**src/verilog/pipe_ctrl_pkg.sv**
```systemverilog
package pipe_ctrl_pkg;

    // datapath widths
    localparam int XLEN   = 32;   // data and pc width
    localparam int REG_AW = 5;    // register index width
    localparam int FWD_W  = 2;

    // forward select codes, one per operand
    localparam logic [FWD_W-1:0] FWD_RF       = 2'd0;  // register file value
    localparam logic [FWD_W-1:0] FWD_EX       = 2'd1;  // ex stage result
    localparam logic [FWD_W-1:0] FWD_MEM_ALU  = 2'd2;  // mem stage alu result
    localparam logic [FWD_W-1:0] FWD_MEM_LOAD = 2'd3;  // mem stage load data

    // machine mode csr addresses
    localparam logic [11:0] CSR_MTVEC = 12'h305;
    localparam logic [11:0] CSR_MEPC  = 12'h341;

    // trap register values after reset
    localparam logic [XLEN-1:0] MTVEC_RESET = 32'h0000_0100;
    localparam logic [XLEN-1:0] MEPC_RESET  = 32'h0000_0000;

endpackage

```
**src/verilog/ctrl_top.sv**
```systemverilog
module ctrl_top (
    input  logic                             clk,
    input  logic                             rst,

    // id stage
    input  logic                             id_valid,
    input  logic [pipe_ctrl_pkg::XLEN-1:0]   id_pc,
    input  logic [pipe_ctrl_pkg::REG_AW-1:0] rs1,
    input  logic [pipe_ctrl_pkg::REG_AW-1:0] rs2,
    input  logic [pipe_ctrl_pkg::XLEN-1:0]   rs1_value,
    input  logic [pipe_ctrl_pkg::XLEN-1:0]   rs2_value,
    input  logic                             ecall,
    input  logic                             mret,

    // ex stage
    input  logic                             ex_valid,
    input  logic [pipe_ctrl_pkg::XLEN-1:0]   ex_pc,
    input  logic [pipe_ctrl_pkg::XLEN-1:0]   ex_imm,
    input  logic [pipe_ctrl_pkg::XLEN-1:0]   ex_result,
    input  logic [pipe_ctrl_pkg::REG_AW-1:0] ex_rd,
    input  logic                             ex_reg_wen,
    input  logic                             ex_mem_ren,
    input  logic                             jump,
    input  logic                             branch,
    input  logic                             fence_i,

    // mem stage
    input  logic                             mem_valid,
    input  logic [pipe_ctrl_pkg::REG_AW-1:0] mem_rd,
    input  logic                             mem_reg_wen,
    input  logic                             mem_mem_ren,
    input  logic [pipe_ctrl_pkg::XLEN-1:0]   mem_alu_result,
    input  logic [pipe_ctrl_pkg::XLEN-1:0]   mem_rdata,

    // csr write port
    input  logic                             csr_wen,
    input  logic [11:0]                      csr_addr,
    input  logic [pipe_ctrl_pkg::XLEN-1:0]   csr_wdata,

    output logic [pipe_ctrl_pkg::XLEN-1:0]   ex_rs1_in,
    output logic [pipe_ctrl_pkg::XLEN-1:0]   ex_rs2_in,
    output logic                             id_ready,
    output logic [pipe_ctrl_pkg::XLEN-1:0]   dnpc,
    output logic                             dnpc_valid,
    output logic                             id_flush,
    output logic                             icache_clr
);

    logic [pipe_ctrl_pkg::XLEN-1:0] mtvec;
    logic [pipe_ctrl_pkg::XLEN-1:0] mepc;
    logic                           trap_take;

    pipe_control u_pipe_control (
        .id_valid       (id_valid),
        .rs1            (rs1),
        .rs2            (rs2),
        .rs1_value      (rs1_value),
        .rs2_value      (rs2_value),
        .ecall          (ecall),
        .mret           (mret),
        .ex_valid       (ex_valid),
        .ex_pc          (ex_pc),
        .ex_imm         (ex_imm),
        .ex_result      (ex_result),
        .ex_rd          (ex_rd),
        .ex_reg_wen     (ex_reg_wen),
        .ex_mem_ren     (ex_mem_ren),
        .jump           (jump),
        .branch         (branch),
        .fence_i        (fence_i),
        .mem_valid      (mem_valid),
        .mem_rd         (mem_rd),
        .mem_reg_wen    (mem_reg_wen),
        .mem_mem_ren    (mem_mem_ren),
        .mem_alu_result (mem_alu_result),
        .mem_rdata      (mem_rdata),
        .mtvec          (mtvec),
        .mepc           (mepc),
        .ex_rs1_in      (ex_rs1_in),
        .ex_rs2_in      (ex_rs2_in),
        .dnpc           (dnpc),
        .dnpc_valid     (dnpc_valid),
        .id_flush       (id_flush),
        .icache_clr     (icache_clr),
        .id_ready       (id_ready),
        .trap_take      (trap_take)
    );

    // mepc captures the pc of the ecall still sitting in id
    trap_csr u_trap_csr (
        .clk       (clk),
        .rst       (rst),
        .trap_take (trap_take),
        .id_pc     (id_pc),
        .csr_wen   (csr_wen),
        .csr_addr  (csr_addr),
        .csr_wdata (csr_wdata),
        .mtvec     (mtvec),
        .mepc      (mepc)
    );

endmodule

```
**src/verilog/hazard_detect.sv**
```systemverilog
module hazard_detect (
    input  logic [pipe_ctrl_pkg::REG_AW-1:0] rs1,
    input  logic [pipe_ctrl_pkg::REG_AW-1:0] rs2,
    input  logic [pipe_ctrl_pkg::REG_AW-1:0] ex_rd,
    input  logic [pipe_ctrl_pkg::REG_AW-1:0] mem_rd,

    input  logic                             id_valid,
    input  logic                             ex_valid,
    input  logic                             mem_valid,
    input  logic                             ex_reg_wen,
    input  logic                             mem_reg_wen,
    input  logic                             ex_mem_ren,
    input  logic                             mem_mem_ren,

    output logic [pipe_ctrl_pkg::FWD_W-1:0]  rs1_sel,
    output logic [pipe_ctrl_pkg::FWD_W-1:0]  rs2_sel,
    output logic                             load_use
);

    logic ex_fwd_ok;    // ex stage holds a register write
    logic mem_fwd_ok;   // mem stage holds a register write
    logic ex_rd_nz;

    assign ex_fwd_ok  = ex_valid & ex_reg_wen;
    assign mem_fwd_ok = mem_valid & mem_reg_wen;
    assign ex_rd_nz   = (ex_rd != '0);

    // youngest producer wins, x0 never forwards
    function automatic logic [pipe_ctrl_pkg::FWD_W-1:0] fwd_select(
        input logic [pipe_ctrl_pkg::REG_AW-1:0] src,
        input logic [pipe_ctrl_pkg::REG_AW-1:0] ex_dst,
        input logic [pipe_ctrl_pkg::REG_AW-1:0] mem_dst,
        input logic                             ex_ok,
        input logic                             mem_ok,
        input logic                             mem_load
    );
        logic [pipe_ctrl_pkg::FWD_W-1:0] sel;
        sel = pipe_ctrl_pkg::FWD_RF;
        if (src == '0) begin
            sel = pipe_ctrl_pkg::FWD_RF;
        end else if (ex_ok && (src == ex_dst)) begin
            sel = pipe_ctrl_pkg::FWD_EX;
        end else if (mem_ok && (src == mem_dst)) begin
            // a load in mem has its data back already
            sel = mem_load ? pipe_ctrl_pkg::FWD_MEM_LOAD : pipe_ctrl_pkg::FWD_MEM_ALU;
        end
        return sel;
    endfunction

    assign rs1_sel = fwd_select(rs1, ex_rd, mem_rd, ex_fwd_ok, mem_fwd_ok, mem_mem_ren);
    assign rs2_sel = fwd_select(rs2, ex_rd, mem_rd, ex_fwd_ok, mem_fwd_ok, mem_mem_ren);

    // load in ex has no data yet, so the consumer in id must wait a cycle
    assign load_use = id_valid & ex_valid & ex_mem_ren & ex_rd_nz &
                      ((rs1 == ex_rd) | (rs2 == ex_rd));

endmodule

```
**src/verilog/pipe_control.sv**
```systemverilog
module pipe_control (
    // id stage
    input  logic                            id_valid,
    input  logic [pipe_ctrl_pkg::REG_AW-1:0] rs1,
    input  logic [pipe_ctrl_pkg::REG_AW-1:0] rs2,
    input  logic [pipe_ctrl_pkg::XLEN-1:0]  rs1_value,
    input  logic [pipe_ctrl_pkg::XLEN-1:0]  rs2_value,
    input  logic                            ecall,
    input  logic                            mret,

    // ex stage
    input  logic                            ex_valid,
    input  logic [pipe_ctrl_pkg::XLEN-1:0]  ex_pc,
    input  logic [pipe_ctrl_pkg::XLEN-1:0]  ex_imm,
    input  logic [pipe_ctrl_pkg::XLEN-1:0]  ex_result,
    input  logic [pipe_ctrl_pkg::REG_AW-1:0] ex_rd,
    input  logic                            ex_reg_wen,
    input  logic                            ex_mem_ren,
    input  logic                            jump,
    input  logic                            branch,
    input  logic                            fence_i,

    // mem stage
    input  logic                            mem_valid,
    input  logic [pipe_ctrl_pkg::REG_AW-1:0] mem_rd,
    input  logic                            mem_reg_wen,
    input  logic                            mem_mem_ren,
    input  logic [pipe_ctrl_pkg::XLEN-1:0]  mem_alu_result,
    input  logic [pipe_ctrl_pkg::XLEN-1:0]  mem_rdata,

    // trap registers
    input  logic [pipe_ctrl_pkg::XLEN-1:0]  mtvec,
    input  logic [pipe_ctrl_pkg::XLEN-1:0]  mepc,

    output logic [pipe_ctrl_pkg::XLEN-1:0]  ex_rs1_in,
    output logic [pipe_ctrl_pkg::XLEN-1:0]  ex_rs2_in,
    output logic [pipe_ctrl_pkg::XLEN-1:0]  dnpc,
    output logic                            dnpc_valid,
    output logic                            id_flush,
    output logic                            icache_clr,
    output logic                            id_ready,
    output logic                            trap_take
);

    logic [pipe_ctrl_pkg::FWD_W-1:0] rs1_sel;
    logic [pipe_ctrl_pkg::FWD_W-1:0] rs2_sel;
    logic                            load_use;

    logic                            branch_taken;
    logic                            ex_redirect;
    logic                            id_redirect;
    logic [pipe_ctrl_pkg::XLEN-1:0]  ex_target;
    logic [pipe_ctrl_pkg::XLEN-1:0]  id_target;

    hazard_detect u_hazard_detect (
        .rs1         (rs1),
        .rs2         (rs2),
        .ex_rd       (ex_rd),
        .mem_rd      (mem_rd),
        .id_valid    (id_valid),
        .ex_valid    (ex_valid),
        .mem_valid   (mem_valid),
        .ex_reg_wen  (ex_reg_wen),
        .mem_reg_wen (mem_reg_wen),
        .ex_mem_ren  (ex_mem_ren),
        .mem_mem_ren (mem_mem_ren),
        .rs1_sel     (rs1_sel),
        .rs2_sel     (rs2_sel),
        .load_use    (load_use)
    );

    assign branch_taken = branch & ex_result[0];   // alu leaves the compare in bit 0
    assign ex_redirect  = ex_valid & (jump | branch_taken | fence_i);
    assign id_redirect  = id_valid & (ecall | mret) & ~ex_redirect;  // ex is older
    assign trap_take    = id_redirect & ecall & ~mret;

    assign ex_target = jump         ? ex_result :
                       branch_taken ? ex_pc + ex_imm :
                                      ex_pc + 32'd4;   // fence.i refetches the next pc
    assign id_target = mret ? mepc : mtvec;

    assign dnpc       = ex_redirect ? ex_target :
                        id_redirect ? id_target : '0;
    assign dnpc_valid = ex_redirect | id_redirect;
    assign id_flush   = ex_redirect | id_redirect;
    assign icache_clr = ex_valid & fence_i;
    assign id_ready   = ~load_use;   // stall id, bubble into ex

    function automatic logic [pipe_ctrl_pkg::XLEN-1:0] fwd_mux(
        input logic [pipe_ctrl_pkg::FWD_W-1:0] sel,
        input logic [pipe_ctrl_pkg::XLEN-1:0]  rf_value
    );
        logic [pipe_ctrl_pkg::XLEN-1:0] value;
        case (sel)
            pipe_ctrl_pkg::FWD_EX:       value = ex_result;
            pipe_ctrl_pkg::FWD_MEM_ALU:  value = mem_alu_result;
            pipe_ctrl_pkg::FWD_MEM_LOAD: value = mem_rdata;
            default:                     value = rf_value;
        endcase
        return value;
    endfunction

    assign ex_rs1_in = fwd_mux(rs1_sel, rs1_value);
    assign ex_rs2_in = fwd_mux(rs2_sel, rs2_value);

endmodule

```
**src/verilog/trap_csr.sv**
```systemverilog
module trap_csr (
    input  logic                           clk,
    input  logic                           rst,

    input  logic                           trap_take,  // ecall accepted this cycle
    input  logic [pipe_ctrl_pkg::XLEN-1:0] id_pc,

    input  logic                           csr_wen,
    input  logic [11:0]                    csr_addr,
    input  logic [pipe_ctrl_pkg::XLEN-1:0] csr_wdata,

    output logic [pipe_ctrl_pkg::XLEN-1:0] mtvec,
    output logic [pipe_ctrl_pkg::XLEN-1:0] mepc
);

    logic mtvec_we;
    logic mepc_we;

    // csr address decode
    assign mtvec_we = csr_wen & (csr_addr == pipe_ctrl_pkg::CSR_MTVEC);
    assign mepc_we  = csr_wen & (csr_addr == pipe_ctrl_pkg::CSR_MEPC);

    always_ff @(posedge clk) begin
        if (rst) begin
            mtvec <= pipe_ctrl_pkg::MTVEC_RESET;
        end else if (mtvec_we) begin
            mtvec <= csr_wdata;
        end
    end

    // trap capture beats a software write in the same cycle
    always_ff @(posedge clk) begin
        if (rst) begin
            mepc <= pipe_ctrl_pkg::MEPC_RESET;
        end else if (trap_take) begin
            mepc <= id_pc;   // pc of the ecall itself
        end else if (mepc_we) begin
            mepc <= csr_wdata;
        end
    end

endmodule

```
**config.mk**
```make
export PLATFORM = sky130hd
export DESIGN_NAME = ctrl_top
export DESIGN_NICKNAME = d
export VERILOG_FILES = /design/src/verilog/pipe_ctrl_pkg.sv /design/src/verilog/ctrl_top.sv /design/src/verilog/hazard_detect.sv /design/src/verilog/pipe_control.sv /design/src/verilog/trap_csr.sv
export SDC_FILE = /design/constraint.sdc
export NUM_CORES = 1
export LEC_CHECK = 0
export BUFFER_PORTS_ARGS = -buffer_cell sky130_fd_sc_hd__clkbuf_2
export CORE_AREA = 3 3 167 169
export DETAILED_ROUTE_END_ITERATION = 7
export DIE_AREA = 0 0 170 172
export PLACE_DENSITY_LB_ADDON = 0.08
export SLEW_MARGIN = 5
export SYNTH_ARGS = -nofsm -noshare
export SYNTH_HDL_FRONTEND = slang
export SYNTH_HIERARCHICAL = 1
export SYNTH_SLANG_ARGS = --single-unit
export TNS_END_PERCENT = 1
```
**constraint.sdc**
```tcl
create_clock -name clk -period 6.5 [get_ports clk]
set_input_delay 0.65 -clock clk [delete_from_list [all_inputs] [get_ports clk]]
set_output_delay 0.65 -clock clk [all_outputs]
set_load 0.05 [all_outputs]
```
[Word level (Yosys, flattened, before mapping)]
Index checks and enable logic that the tools add are counted.
Cells by class
  add/subtract/negate cells: 2
  eq/ne operators: 12
  mux-type cells: 16
  bitwise operators: 23
  reduce and logical (&&, ||, !) cells: 8
Operator list (number)
  $mux 32: 7
  $pmux 32 s3: 2
  $add 32x3->32 const B: 1
  $add 32x32->32: 1
  $eq 12x10->1 const B: 2
  $eq 5x5->1: 4
  $and 1x1->1: 15
  $mux 2: 6
  $logic_not 5->1: 2
  $eq 2x2->1 const B: 4
  $or 1x1->1: 5
  $reduce_bool 5->1: 1
  $eq 2x1->1 const B: 2
  $logic_and 1x1->1: 4
  $not 1->1: 3
  $reduce_bool 2->1: 1
  $mux 1: 1
Storage, ports and cells
  register bits after elaboration: 64
  output and inout port bits: 100
  word-level logic and storage cells: 63

[Logic depth before layout (Yosys ltp)]
Gate-level depths: netlist of the first run.
  word-level depth: 9
  depth in mapped cells: 11
  gate-level depth less buffers: 11

[Hierarchy]
The synthesis of the first run kept the hierarchy.
By module, submodules not included
  pipe_control: times used 1, cells each 601, area an instance 4939.7 µm², seq. area each 0.0 µm²
  trap_csr: times used 1, cells each 220, area an instance 2444.8 µm², seq. area each 1281.2 µm²
  hazard_detect: times used 1, cells each 48, area an instance 337.8 µm², seq. area each 0.0 µm²

[Least setup slack after synthesis of the first run]
Ideal clock, no wire load.
  path type: input -> output
  start: in ex_pc[0] in the netlist's numbering
  end: out dnpc[30] in the netlist's numbering
  arrival: 3.890 ns
  setup slack: 1.960 ns
  cell stages on the path: 11
  buffers on the path: 0
  path through: ha_1 fa_1 a211oi_1 o21bai_1 a21oi_1 nor4_1 nor4b_1 o31a_1 o21ai_0 mux2i_1 o31ai_1
Between the ends
  cells in the longest elaborated chain, start to end: 4
  elaborated cells between the ends (all ways): 5
  those cells by class: add/sub: 2; mux: 3
Ends and longest elaborated chain
  start, declared: line ctrl_top.sv:17  | input logic [pipe_ctrl_pkg::XLEN-1:0] ex_pc,
  $add 32x3->32 or $add 32x32->32 (tied branches): line pipe_control.sv:79, pipe_control.sv:78
  $mux 32 (*): line pipe_control.sv:78  | branch_taken ? ex_pc + ex_imm :
  $mux 32 (*): line pipe_control.sv:77  | assign ex_target = jump ? ex_result :
  $mux 32 (*): line pipe_control.sv:82  | assign dnpc = ex_redirect ? ex_target :
  end, declared: line ctrl_top.sv:43  | output logic [pipe_ctrl_pkg::XLEN-1:0] dnpc,
Mark *: on every way between the ends. The rest lies on a longest branch, timed or not.

[Final worst setup path of the first run]
Same ends and word-level chain as after synthesis.

==> run summary, run 1 <==
The run finished with clean final reports. After detailed routing, the number of vias per cell comes to 5.39. Before CTS, the worst setup slack after placement is 2.01 ns. Once detail routing completed, the nets flagged for antenna violations numbered 0.

In the synthesized netlist, the number of instances is 869. Yosys mapped a number of flops with a built-in enable equal to 0. Setup slack on the critical path of the routed design comes to 1.95 ns. The tools report the total number of vias as 8715. The number of max-slew violations in the final report is 0, and the weighted congestion at the end of routability-driven global placement is 0.937.

For this design the ratio of total power to cell area is 151 mW/mm2. The netlist area before placement was 0.00772 mm2. The tools report the violation count after the first detailed-route iteration as 477.

The critical path in this run is classified as input port to output pin. The worst setup path is captured at an output pin. The run gives 5 as the count of TritonRoute iterations in the first routing pass.

The ratio of final minimum period to clock period was 0.700; the number of max-capacitance violations reported was 0. Counting along the longest clock path gives a buffer depth of 2. The signal on the critical path passes through clkbuf_2, ha_1, fa_1, a211oi_1, o21bai_1, a21oi_1, nor4_1, nor4b_1, o31a_1, o21ai_0, mux2i_1, o31ai_1, clkbuf_2.

Once placement completed, the tool counted placed cells totaling 1598. In this run the post-CTS setup repair buffer count came out at 0. Global routing finished with a remaining overflow of 0. The total number of H-tree levels was 3.

The average instance in the mapped netlist occupies 8.89 um2. Relative to the synthesized area, the layout overhead comes to 36.1%. In this run the core area contains 60 standard-cell rows. The fmax was 220 MHz; the number of nets at the end of the flow was 1636. The async set or reset register ratio after synthesis works out to 0.

Total count of hold-check failures in the final report: 0. For this design, the slowest cell found on the critical path is nor4b_1. Leaving out filler cells and counting taps, the final layout contains 1618.

The total CTS buffers is 9, and the maximum clock skew at final layout is 0 ns. The required time reported for the critical path endpoint is 5.85 ns, and the fraction of the yosys area taken by sequential cells is 0.166. Setup repair after global routing left no endpoint under its margin. Of all nets on the critical path, the largest fanout is 4.

The initial standard-cell utilization of the core was 0.289; the synthesis-stage register bit count was 64. In this design, the stage delay of the slowest critical-path cell is 0.48 ns. The final routed wire length divided by cell count was 24.3 um; the worst slew slack as a fraction of its limit was 0.256. The number of different library cells used by synthesis comes to 72. For the initial antenna violation count, the log shows 7.

For the number of design rule violations left after detail routing, the log shows 0. The sort of element at the start of the critical path was an input port. Setup violations remaining at the end of the flow were counted as 0. For the total die area, the log shows 0.0292 mm2. The count of buffer and inverter cells on the critical path is 2. The path class of the lowest-slack min-delay path is register to register. The area of the core region came out at 0.0267 mm2.

The completed layout was analyzed and its total power is 1.59 mW. For the post-cts hold buffer count, the log shows 0. For the final routed database, the setup TNS stands at 0 ns.

After detailed routing, the total wire length is 39.3 mm. In the synthesized netlist the dominant register cell turns out to be dfxtp_1. The cell family contributing the most delay on the critical path is compound AO/OA/AOI/OAI gates. In this run the count of I/O pins placed on the die edge is 435. The via count of the first global-routing pass was 8875; the global-route usage over all layers was 0.255. The total nets after synthesis was 1237. The HPWL after detailed placement is 33.0 mm. The maximum VDD drop was 0.105 mV. Gates resized during post-CTS repair numbered 0. The minimum clock period after layout works out to 4.55 ns. Entering global routing, the biggest net connects 36 pins.

The clock latency reported for the late side of the worst-skew pair is 0.32 ns, and the arrival time of data at the critical path endpoint is 3.90 ns. The tightest hold path in the finished design has a slack of 0.479 ns. The clock root buffer master was clkbuf_16.

In this run the static leakage power is 4.65 nW. The register clock-pin slew on the reported worst setup and hold paths was 0.06 ns. At the pin with the least slew margin, the transition time is 1.12 ns. TritonCTS built the clock tree.

Measured along the x axis, the die boundary spans 170 um. For the first-pass GRT wire length, the log shows 55.4 mm. The number of I/O port buffers came out at 434. The most prevalent standard cell on the critical path was clkbuf_2. The die boundary height is 172 um. The number of clock sinks was 64. The Yosys step of the flow raised 6 warnings.

The share of post-route cells with drive strength above 1 was 0.434.
==> cells by family after synthesis <==
family	Yosys count	synth area share
AO/OA/AOI/OAI	216	0.198
buffers and inverters	78	0.0428
flip-flops	64	0.166
multiplexers	133	0.277
adder cells (fa/ha/maj)	33	0.0544
AND/OR/NAND/NOR	277	0.184
XOR/XNOR	68	0.0771
==> layout by cell type (no fill, tap or decap), types with 5 or more instances in the layout <==
cell type,instances
clkbuf_2,434
nor2_1,79
mux4_2,64
dfxtp_1,64
mux2i_1,61
a21oi_1,59
nand2_1,53
o21ai_0,41
and2_1,37
xor2_1,37
a221o_1,33
ha_1,32
xnor2_1,31
inv_1,20
nand3_1,20
nand4_1,15
nor3_1,12
or3_1,12
buf_4,12
clkbuf_16,9
a211oi_1,9
nor2b_1,8
and3_1,8
nand2b_1,8
mux2_2,8
o21bai_1,7
a21o_1,7
a222oi_1,7
o21a_1,6
o31ai_1,5
==> cell type report <==
cell class                      instances  area (um2)
Antenna cell                            4        10.0
Clock buffer                           11         243
Clock inverter                          5        56.3
Fill cell                            2890       16200
Inverter                               20        75.1
Multi-Input combinational cell        727        6160
Sequential cell                        64        1280
Tap cell                              341         427
Timing Repair Buffer                  446        2260
==> where the power goes <==
| part | switching [mW] | internal (mW) | total (mW) | leakage [nW] |
|---|---|---|---|---|
| Combinational | 0.456 | 0.256 | 0.712 | 3.99 |
| Clock | 0.173 | 0.306 | 0.479 | 0.146 |
| Sequential | 0.00229 | 0.397 | 0.399 | 0.516 |
| Total | 0.631 | 0.959 | 1.59 | 4.65 |
==> state kept, by name, indices dropped and copies added (netlist names) <==
register / flops
u_trap_csr/mtvec: 32
u_trap_csr/mepc: 32
==> final timing paths <==
kind	slack, ns	from	end	depth (start not counted)
max	1.95	ex_pc[0]	dnpc[30]	13
min	0.48	u_trap_csr/mtvec[8]	u_trap_csr/mtvec[8]	2
max reg2reg	5.76	u_trap_csr/mepc[7]	u_trap_csr/mepc[7]	1
min reg2reg	0.48	u_trap_csr/mtvec[8]	u_trap_csr/mtvec[8]	2
==> layer usage <==
| metal | up-vias | global-route usage | part of all wire |
|---|---|---|---|
| met5 | - | 0 | 0.00059 |
| met4 | 4 | 0.0776 | 0.025 |
| met3 | 46 | 0.0610 | 0.072 |
| met2 | 372 | 0.480 | 0.52 |
| met1 | 4145 | 0.285 | 0.38 |
| li1 | 4148 | - | - |
==> through the flow <==
stage	area, um2	util
after floorplan	7720	-
after global placement	10200	0.382
after detailed placement	10200	0.382
after CTS	10500	0.393
after global routing	10500	0.393
final	10500	0.393
==> Yosys cell counts (all sizes together), types with 23 or more instances <==
| cell type | count | share of area |
|---|---|---|
| xor2 | 37 | 0.042 |
| mux2i | 61 | 0.079 |
| a21oi | 60 | 0.039 |
| clkbuf | 35 | 0.017 |
| and2 | 37 | 0.030 |
| xnor2 | 31 | 0.035 |
| ha | 32 | 0.052 |
| mux4 | 64 | 0.19 |
| o21ai | 42 | 0.027 |
| nand2 | 53 | 0.026 |
| dfxtp | 64 | 0.17 |
| nor2 | 80 | 0.039 |
| a221o | 33 | 0.043 |
| buf | 23 | 0.016 |
Power figures use the tool's default switching activity.
==> inputs of run 2 (changes only) <==
CORE_AREA = 3 3 169 171   (was 3 3 167 169)
DIE_AREA = 0 0 172 174   (was 0 0 170 172)
clock period = 4.7 ns   (was 6.5 ns; I/O delays follow)
==> run 2 against run 1 <==
Combinational power up 40%. Via count up 1.4%. Critical path depth unchanged. Clock skew unchanged. Global-route usage is 0.34 points higher. Final cell count up 0.56%. Register-to-register slack lost 1.8 ns. Sequential power increased by 38%. Highest routed layer unchanged.
==> run summary, run 2 (synthesis gave the netlist of run 1 again) <==
The path class of the lowest-slack min-delay path is input port to register. Once routing completed, OpenROAD measured the worst setup slack at 0.431 ns. The fraction of the core area covered by cells at the end of the flow was 0.392; the via count of the first global-routing pass was 9093. Global routing finished with a remaining overflow of 0. Leaving out fill and tap cells, the most frequent cells in the layout are clkbuf_2, nor2_1, mux4_2, dfxtp_1, mux2i_1.

The die covers 0.0299 mm2. After legalization and detailed placement, the total HPWL measured 34.1 mm. The largest registers in the layout are u_trap_csr/mepc: 32 flops, u_trap_csr/mtvec: 32 flops.

The clock passes through at most 2 buffers. For this block, the via count after detailed routing is 8838. Clock skew on the completed layout was measured at 0 ns.

The run gives 0.0270 mm2 as the area of the core region. For the worst-skew pair, the clock arrives at the later sink with an insertion delay of 0.32 ns. The cell sitting at the root of the clock tree is a clkbuf_16.

The hold path depth was 2. The worst setup path is launched from an input port. For this design the top-level I/O count stands at 435. OpenSTA, run right after detailed placement, puts the worst setup slack at 0.528 ns. The initial standard-cell utilization of the core was 0.286. The first-pass GRT wire length is 57.2 mm, and the leakage power total is 4.68 nW. The count of TritonRoute iterations in the first routing pass is 5. The tools report the number of gates given a new drive strength after cts as 0. For the count of antenna-violating nets left after detailed routing, the log shows 0.

The largest individual stage delay along the critical path comes from the cell nor4b_1. The startpoint identified for the worst hold timing path is csr_wdata[20]. Critical path's top delay family: compound AO/OA/AOI/OAI gates. In the final design database the tool counted 1643 nets. The category of the critical setup timing path is input port to output pin.

After clock tree synthesis, the flow added hold-fix buffers numbering 0. The worst reg-to-reg path cell count came out at 1. The number of buffers inserted to repair setup after CTS was 0.

The ratio of final minimum period to clock period came out at 0.908. TritonCTS built the clock tree. For hold timing, the worst endpoint is u_trap_csr/mepc[20]. Setup repair after global routing left no endpoint under its margin.

The clock group share of total power was 0.299; the initial antenna violation count was 7. In this run the core area contains 60 standard-cell rows. The weighted congestion at the end of routability-driven global placement is 0.904.

Total count of hold-check failures in the final report: 0. The proportion of total power due to net switching is 0.404. The measured slew at the worst slew-check pin works out to 1.11 ns. The minimum clock period after layout came out at 4.27 ns. Once layout is done, the placed cells without fillers occupy 0.0106 mm2. From bottom edge to top edge, the die measures 174 um. The proportion of power drawn by combinational gates came out at 0.451. The global-route usage over all layers came out at 0.258.

The tools report the maximum VDD drop as 0.154 mV. Counting both buffers and inverters, the worst setup path holds a total of 2. Setup violations remaining at the end of the flow were counted as 0. The tools report the filler cell count in the final layout as 2839.

During placement, the flow inserted port buffers numbering 434. The tools report the number of max-slew violations in the final report as 0. The register share of total power is 0.250. The run gives 1.32 mW as the cell-internal power.

The tool flagged a number of max-cap violations equal to 0. The layout overhead on the synthesized area was 37.1%; the register clock-pin slew on the reported worst setup and hold paths was 0.06 ns. The biggest cell delay along the critical path was 0.64 ns; the die boundary width was 172 um. The kind of end point of the critical path was an output pin.

For the switching power total, the log shows 0.890 mW. The arrival time of data at the critical path endpoint came out at 3.80 ns. In the final timing run, aggregate negative setup slack is 0 ns. Entering global routing, the biggest net connects 36 pins.

The flow ran to the end, and the final reports show no timing, DRC or antenna violations. In this run the critical register-to-register path is captured at u_trap_csr/mepc[3]. Most common cell after layout, fill and taps aside: clkbuf_2.

Of all nets on the critical path, the largest fanout is 4. For this block, the routed nets add up to 40.6 mm of wire. The violation count after the first detailed-route iteration is 469. The worst register-to-register path begins at u_trap_csr/mepc[3]. In this run the power density over the cells is 208 mW/mm2. The most prevalent standard cell on the critical path is clkbuf_2. The fmax was 234 MHz; the required time reported for the critical path endpoint was 4.23 ns. The setup slack on the worst flop-to-flop path came out at 3.96 ns. The run gives 0.251 as the worst slew slack as a fraction of its limit. The logs give 0.385 ns for the smallest hold slack and 9 for the total CTS buffers. The final routed wire length divided by cell count works out to 25.0 um. For this run, design rule violations remaining after detail routing come to 0. The placed instances occupy a cell area of 0.0103 mm2. Traced cell by cell, the critical path runs through clkbuf_2, ha_1, fa_1, a211oi_1, o21bai_1, a21oi_1, nor4_1, nor4b_1, o31a_1, o21ai_0, mux2i_1, o31ai_1, clkbuf_2. The number of clock sinks is 64.

The share of post-route cells with drive strength above 1 came out at 0.439. Using the TritonRoute via totals, the vias-per-cell ratio works out to 5.43. CTS built an H-tree with a depth of 3.
-- run 2: cell count changes in the layout (fill, tap and decap cells not counted), sizes merged --
cell	delta
buf	+7
clkinvlp	+1
clkbuf	-2
clkinv	+1
diode	+2
-- run 2: area by class of cell --
type	count	area (um2)	share of cell area
diodes	6	15.0	0.00142
clock buffers	9	225	0.0213
clock inverters	7	72.6	0.00686
inverters	20	75.1	0.00709
multi-input cells	727	6160	0.582
flip-flops and latches	64	1280	0.121
well taps	341	427	0.0403
repair buffers	453	2330	0.220
-- run 2: through the flow --
step,power [mW],cells
2_1_floorplan,1.17,869
3_3_place_gp,1.56,1605
3_5_place_dp,1.56,1605
4_1_cts,2.22,1621
5_1_grt,2.32,1624
6_report,2.21,1627
-- run 2: power by group through the flow --
stage / combinational, mW / sequential [mW] / clock (mW)
4_1_cts: 1.00 / 0.552 / 0.673
3_5_place_dp: 0.995 / 0.563 / 0
2_1_floorplan: 0.610 / 0.562 / 0
3_3_place_gp: 0.999 / 0.563 / 0
5_1_grt: 1.07 / 0.552 / 0.701
6_report: 0.994 / 0.552 / 0.660
-- run 2: how the worst max path moves through the flow --
stage	end	cells after the start	slack, ns	startpoint
2_1_floorplan	dnpc[30]	11	0.52	ex_pc[0]
3_3_place_gp	dnpc[30]	13	0.61	ex_pc[0]
3_5_place_dp	dnpc[30]	13	0.53	ex_pc[0]
4_1_cts	dnpc[30]	13	0.51	ex_pc[0]
5_1_grt	dnpc[30]	13	0.17	ex_pc[0]
6_report	dnpc[30]	13	0.43	ex_pc[0]
-- run 2: per-layer routing --
| layer | global-route usage | up-vias | share of wire |
|---|---|---|---|
| li1 | - | 4166 | - |
| met1 | 0.298 | 4271 | 0.40 |
| met2 | 0.478 | 364 | 0.52 |
| met3 | 0.0569 | 35 | 0.065 |
| met4 | 0.0649 | 2 | 0.022 |
| met5 | 0 | - | 0.00032 |
